==> config.mk <==
export PLATFORM = sky130hd
export DESIGN_NAME = boothMultiplier
export DESIGN_NICKNAME = d
export VERILOG_FILES = /design/src/logic/boothParamPkg.sv /design/src/logic/boothTypesPkg.sv /design/src/logic/boothDatapath.sv /design/src/logic/boothController.sv /design/src/logic/boothMultiplier.sv
export SDC_FILE = /design/constraint.sdc
export NUM_CORES = 1
export LEC_CHECK = 0
export ABC_AREA = 1
export BUFFER_PORTS_ARGS = -buffer_cell sky130_fd_sc_hd__buf_4
export CELL_PAD_IN_SITES_DETAIL_PLACEMENT = 0
export CELL_PAD_IN_SITES_GLOBAL_PLACEMENT = 1
export CORE_MARGIN = 5
export CORE_UTILIZATION = 42
export CTS_BUF_LIST = sky130_fd_sc_hd__clkbuf_4 sky130_fd_sc_hd__clkbuf_8
export CTS_CLUSTER_DIAMETER = 30
export DETAILED_ROUTE_END_ITERATION = 6
export PLACE_DENSITY = 0.94
export SLEW_MARGIN = 20
export SYNTH_ARGS = -nofsm -noshare
export SYNTH_HDL_FRONTEND = slang
export SYNTH_HIERARCHICAL = 1
export SYNTH_SLANG_ARGS = --single-unit
==> constraint.sdc <==
create_clock -name clk -period 3.3 [get_ports clk]
set_clock_uncertainty 0.05 [all_clocks]
set_input_delay 0.165 -clock clk [delete_from_list [all_inputs] [get_ports clk]]
set_output_delay 0.165 -clock clk [all_outputs]
set_load 0.1 [all_outputs]
==> src/logic/boothParamPkg.sv <==
package boothParamPkg;

    // operand size for both multiplicand and multiplier
    localparam int opWidth = 16;

    // full signed product, accumulator on top of Q
    localparam int prodWidth = 2 * opWidth;

    // radix-2 Booth retires one multiplier bit per step
    localparam int stepCount = opWidth;

    // must reach stepCount itself, not only stepCount-1
    localparam int countWidth = $clog2(stepCount + 1);

endpackage : boothParamPkg

==> src/logic/boothTypesPkg.sv <==
package boothTypesPkg;
    import boothParamPkg::*;

    // one multiply request as seen at the top level
    typedef struct packed {
        logic signed [opWidth-1:0] multiplicand; // goes to M
        logic signed [opWidth-1:0] multiplier;   // goes to Q
    } boothOperandsT;

    // what the accumulator does before the shift
    typedef enum logic [1:0] {
        actPass = 2'b00, // bit pair 00 or 11
        actAdd  = 2'b01, // bit pair 01, end of a run of ones
        actSub  = 2'b10  // bit pair 10, start of a run of ones
    } boothActionT;

    // controller to datapath
    typedef struct packed {
        logic        load;   // capture operands, clear acc and qPrev
        logic        step;   // one add/sub/pass then shift
        boothActionT action;
    } boothCtrlT;

    // datapath to controller, the Booth bit pair
    typedef struct packed {
        logic qLsb;  // Q[0]
        logic qPrev; // Q[-1]
    } boothPairT;

endpackage : boothTypesPkg

==> src/logic/boothDatapath.sv <==
`timescale 1ns/1ps

module boothDatapath (
    input  logic                                     clk,
    input  logic                                     reset,
    input  boothTypesPkg::boothOperandsT             operands,
    input  boothTypesPkg::boothCtrlT                 ctrl,
    output boothTypesPkg::boothPairT                 pair,
    output logic signed [boothParamPkg::prodWidth-1:0] product
);
    import boothParamPkg::*;
    import boothTypesPkg::*;

    logic signed [opWidth-1:0]   mReg;      // multiplicand M
    logic signed [opWidth-1:0]   acc;       // accumulator, upper product half
    logic        [opWidth-1:0]   qReg;      // multiplier, shifts out toward qPrev
    logic                        qPrev;     // the Q-minus-one bit

    logic signed [opWidth:0]     addOut;    // acc after add/sub/pass, one guard bit
    logic        [prodWidth-1:0] shifted;   // {addOut, qReg} after the shift

    // multiplicand register
    // only a load changes it, it holds during the steps
    always_ff @(posedge clk or negedge reset) begin
        if (!reset) begin
            mReg <= '0;
        end else if (ctrl.load) begin
            mReg <= operands.multiplicand;
        end
    end

    // accumulator
    always_ff @(posedge clk or negedge reset) begin
        if (!reset) begin
            acc <= '0;
        end else if (ctrl.load) begin
            acc <= '0; // each multiply starts from zero
        end else if (ctrl.step) begin
            acc <= shifted[prodWidth-1:opWidth];
        end
    end

    // Q register, multiplier bits leave through bit 0
    always_ff @(posedge clk or negedge reset) begin
        if (!reset) begin
            qReg <= '0;
        end else if (ctrl.load) begin
            qReg <= operands.multiplier;
        end else if (ctrl.step) begin
            qReg <= shifted[opWidth-1:0];
        end
    end

    // Q-minus-one, catches the bit that falls off Q
    always_ff @(posedge clk or negedge reset) begin
        if (!reset) begin
            qPrev <= 1'b0;
        end else if (ctrl.load) begin
            qPrev <= 1'b0; // implied zero right of the multiplier lsb
        end else if (ctrl.step) begin
            qPrev <= qReg[0];
        end
    end

    // add/subtract/pass selection
    // sign-extended by one bit, acc - M overflows 16 bits when M is -32768
    always_comb begin
        case (ctrl.action)
            actAdd:  addOut = {acc[opWidth-1], acc} + {mReg[opWidth-1], mReg};
            actSub:  addOut = {acc[opWidth-1], acc} - {mReg[opWidth-1], mReg};
            default: addOut = {acc[opWidth-1], acc}; // pass, pair 00 or 11
        endcase
    end

    // arithmetic shift right of the acc:Q pair
    // guard bit of the sum becomes the sign of the new acc
    always_comb begin
        shifted = {addOut, qReg[opWidth-1:1]};
    end

    // bit pair the controller decodes for the next step
    always_comb begin
        pair.qLsb  = qReg[0];
        pair.qPrev = qPrev;
    end

    // registered result, stable between steps and after done
    assign product = {acc, qReg};

endmodule : boothDatapath

==> src/logic/boothController.sv <==
`timescale 1ns/1ps

module boothController (
    input  logic                     clk,
    input  logic                     reset,
    input  logic                     start,
    input  boothTypesPkg::boothPairT pair,
    output boothTypesPkg::boothCtrlT ctrl,
    output logic                     busy,
    output logic                     done
);
    import boothParamPkg::*;
    import boothTypesPkg::*;

    typedef enum logic [1:0] {
        stIdle, // waiting for start
        stRun,  // shifting, one Booth step per cycle
        stDone  // result valid, one cycle only
    } stateT;

    stateT                 state;
    stateT                 stateNext;
    logic [countWidth-1:0] count;     // steps already taken
    logic [countWidth-1:0] countNext;
    logic                  accept;    // start seen while not running
    boothActionT           action;

    // start is ignored while running, no error flag
    // done cycle accepts too, so multiplies can run back to back
    assign accept = start && (state == stIdle || state == stDone);

    always_ff @(posedge clk or negedge reset) begin
        if (!reset) begin
            state <= stIdle;
            count <= '0;
        end else begin
            state <= stateNext;
            count <= countNext;
        end
    end

    // next state and step counter
    always_comb begin
        stateNext = state;
        countNext = count;
        case (state)
            stIdle: begin
                if (accept) begin
                    stateNext = stRun;
                    countNext = '0;
                end
            end
            stRun: begin
                countNext = count + 1'b1;
                if (countNext == countWidth'(stepCount)) begin // last step this edge
                    stateNext = stDone;
                    countNext = '0;
                end
            end
            stDone: begin
                if (accept) begin
                    stateNext = stRun; // new operands loaded at this edge
                    countNext = '0;
                end else begin
                    stateNext = stIdle;
                end
            end
            default: begin
                stateNext = stIdle;
                countNext = '0;
            end
        endcase
    end

    // Booth recoding of {Q[0], Q[-1]}
    always_comb begin
        case ({pair.qLsb, pair.qPrev})
            2'b01:   action = actAdd;  // leaving a run of ones
            2'b10:   action = actSub;  // entering a run of ones
            default: action = actPass; // inside a run or between runs
        endcase
    end

    always_comb begin
        ctrl.load   = accept;
        ctrl.step   = (state == stRun);
        ctrl.action = action; // only used while step is high
    end

    assign busy = (state == stRun);
    assign done = (state == stDone); // one cycle, the state never holds

endmodule : boothController

==> src/logic/boothMultiplier.sv <==
`timescale 1ns/1ps

module boothMultiplier (
    input  logic                                       clk,
    input  logic                                       reset,
    input  logic                                       start,
    input  boothTypesPkg::boothOperandsT               operands,
    output logic signed [boothParamPkg::prodWidth-1:0] product,
    output logic                                       busy,
    output logic                                       done
);
    import boothTypesPkg::*;

    boothCtrlT ctrl; // load/step/action toward the datapath
    boothPairT pair; // Q[0] and Q[-1] back to the controller

    // sequencing and Booth decode
    boothController i_boothController (
        .clk   (clk),
        .reset (reset),
        .start (start),
        .pair  (pair),
        .ctrl  (ctrl),
        .busy  (busy),
        .done  (done)
    );

    // M, accumulator and Q shift pair
    boothDatapath i_boothDatapath (
        .clk      (clk),
        .reset    (reset),
        .operands (operands),
        .ctrl     (ctrl),
        .pair     (pair),
        .product  (product) // straight out, already registered
    );

endmodule : boothMultiplier

==> results.sh <==
export IMPL_async_flop_share_pct=100
export IMPL_period_needed_ps=2940
export IMPL_via_count=3834
export IMPL_die_w_um=107
export IMPL_crit_top_cell="nand2_1"
export IMPL_dp_cells=732
export IMPL_place_hpwl_um=7480
export IMPL_synth_most_common_cell="nand2_1"
export IMPL_drive_above_1_share_pct=17.6
export IMPL_dpl_worst_slack_ps=188
export IMPL_syn_to_final_growth_pct=22.6
export IMPL_ios=69
export IMPL_dr_pass1_iters=5
export IMPL_synthTopCellsByCount="nand2_1 (167), inv_1 (79), dfrtp_1 (56)"
export IMPL_ys_types=40
export IMPL_synth_area_um2=3940
export IMPL_overflow=0
export IMPL_drtAntennaViolNets=0
export IMPL_max_stage_delay_ps=400
export IMPL_start_util_pct=42.9
export IMPL_route_detailed_drc=0
export IMPL_maxSlewHeadroom_pct=50.8
export IMPL_yosysSeqAreaShare_pct=35.5
export IMPL_place_congestion=0.908
export IMPL_antenna_found_initial=0
export IMPL_multi_input_area_um2=2110
export IMPL_first_iter_violations=113
export IMPL_rsz0062_at_grt="no"
export IMPL_cts_sinks=56
export IMPL_routed_wl_um=10200
export IMPL_crit_chain="inv_1 -> nor2_1 -> ha_2 -> clkinvlp_4 -> a21oi_1 -> xor2_1 -> inv_1 -> ha_1 -> a21oi_1 -> nand2_1 -> inv_1 -> nor2_1 -> nor2_1 -> nand2_1 -> nand2_1 -> nand3_1 -> nand2_1 -> nand2_1"
export IMPL_grt_pass1_wl_um=17400
export IMPL_nets=704
export IMPL_cts_tree="done"
export IMPL_numCtsBuffers=5
export IMPL_synth_top_cell_area_share_pct=35.5
export IMPL_clock_path_buffers=2
export IMPL_worstSetupPathType="flop to flop"
export IMPL_portBuffers=68
export IMPL_startpoint_type="flop"
export IMPL_wl_per_cell_um=13.4
export IMPL_final_period_utilization_pct=89.1
export IMPL_setup_slack_ps=361
export IMPL_core_area_um2=9200
export IMPL_cp_max_fo=10
export IMPL_die_area_um2=11400
export IMPL_cts_root_buf="clkbuf_8"
export IMPL_synth_edf_count=0
export IMPL_cts_repair_timing_setup_buffer_count=0
export IMPL_cp_slowest_cell="dfrtp_1"
export IMPL_ys_seq_elements=56
export IMPL_worstMarginPinSlew_ps=738
export IMPL_max_freq_mhz=340
export IMPL_synth_top_area_cell="dfrtp_1"
export IMPL_vias_per_cell=5.04
export IMPL_tns_ps=0
export IMPL_cap_violations=0
export IMPL_hold_path_class="input pin to flop"
export IMPL_h_tree_depth=2
export IMPL_placement_rows=35
export IMPL_antenna_cells=0
export IMPL_critPathArrivalTime_ps=3110
export IMPL_synth_area_leaders="dfrtp_1 (36%), nand2_1 (16%), inv_1 (7.5%)"
export IMPL_clk_pin_slew_ps=120
export IMPL_worstSetupEndpointType="flop"
export IMPL_synth_area_per_cell_um2=6.94
export IMPL_final_hold_violation_count=0
export IMPL_crit_required_ps=3470
export IMPL_fillers=914
export IMPL_grt_max_degree=57
export IMPL_die_h_um=107
export IMPL_grt_pass1_vias=3707
export IMPL_synth_fp_nets=624
export IMPL_ys_warn_count=6
export IMPL_regArea_um2=1400
export IMPL_clock_latency_ps=320
export IMPL_status="completed"
export IMPL_maxSlewViolCount=0
export IMPL_synthCells=568
export IMPL_grt_use_total_pct=18.5
export IMPL_setup_viol=0
export IMPL_synthFlopType="dfrtp_1"
export IMPL_final_cell_count_no_fill=760
export IMPL_final_util_pct=52.6
## logic make-up after synthesis
logic type | synth area share, %
simple gates | 30.3
xor+xnor | 4.44
buf+inv | 11.0
flops | 35.5
fa+ha+maj | 6.85
compound gates | 11.9
## sequential cells by signal (all words and copies together), names as in the netlist
register                 cells
i_boothDatapath/mReg        16
i_boothDatapath/qReg        16
i_boothDatapath/acc         16
i_boothDatapath/qPrev        1
i_boothController/count      5
i_boothController/state      2
## routing by layer
metal	GRT usage (%)	wire length, um	vias to the layer above
li1	-	-	1942
met4	4.11	89	0
met3	3.97	604	8
met5	0	0	-
met1	24.8	4710	1770
met2	30.8	4760	114
## path summary, 6_finish.rpt
| kind | from | end | slack (ps) | depth (start not counted) |
|---|---|---|---|---|
| max | i_boothDatapath/qReg[0] | i_boothDatapath/acc[14] | 360 | 18 |
| min | operands[14] | i_boothDatapath/qReg[14] | 10 | 3 |
| max reg2reg | i_boothDatapath/qReg[0] | i_boothDatapath/acc[14] | 360 | 18 |
| min reg2reg | i_boothDatapath/qReg[10] | i_boothDatapath/qReg[10] | 470 | 2 |
| max in group asynchronous | reset | i_boothDatapath/acc[10] | 2310 | 2 |
| min in group asynchronous | reset | i_boothController/count[2] | 380 | 2 |
## worst max-delay path, delay by kind of cell, from the launching register on
family          cells  cell delay (ps)
buf+inv             4              470
flops               1              400
xor+xnor            1              200
compound gates      2              400
simple gates        9              680
fa+ha+maj           2              660
## layout make-up
type,count,share of cell area (%)
multi-input cells,404,43.7
clock buffers,5,1.42
flip-flops and latches,56,29.0
inverters,88,6.94
well taps,111,2.87
clock inverters,3,0.544
repair buffers,93,15.5
## repair_timing
action	CTS	global route
resized for setup	0	2
hold buffers	19	1
hold endpoints to repair	74	1
endpoints found under the setup margin	0	9
## placed cells by master (no fill, tap or decap), types with 2 or more instances in the layout
master	instances
o21bai_1	2
o211ai_1	2
ha_1	19
dlygate4sd3_1	20
clkbuf_8	5
a31oi_1	2
o21ai_0	43
nor3_1	5
a21oi_2	3
dfrtp_1	56
a22o_1	2
o22ai_1	4
o21ai_1	3
nand2_2	9
xor2_1	18
nand3_2	3
nand3b_1	2
nand2_1	167
nor2_1	47
inv_2	6
nor2_2	2
nand4_1	3
nand3_1	37
xnor2_1	2
clkinvlp_4	3
a21oi_1	17
inv_1	79
buf_4	73
nor2_4	3
## per-stage QoR
step	instance area (um^2)	hold WS, ps
finish	4830	12.9
floorplan	3940	-181
detailed placement	4530	234
global placement	4530	222
CTS	4820	3.16
global route	4830	6.14
Power is left out: the tool's default activity adds up to more than one toggle a clock period on the data nets, which glitch-free logic cannot reach.
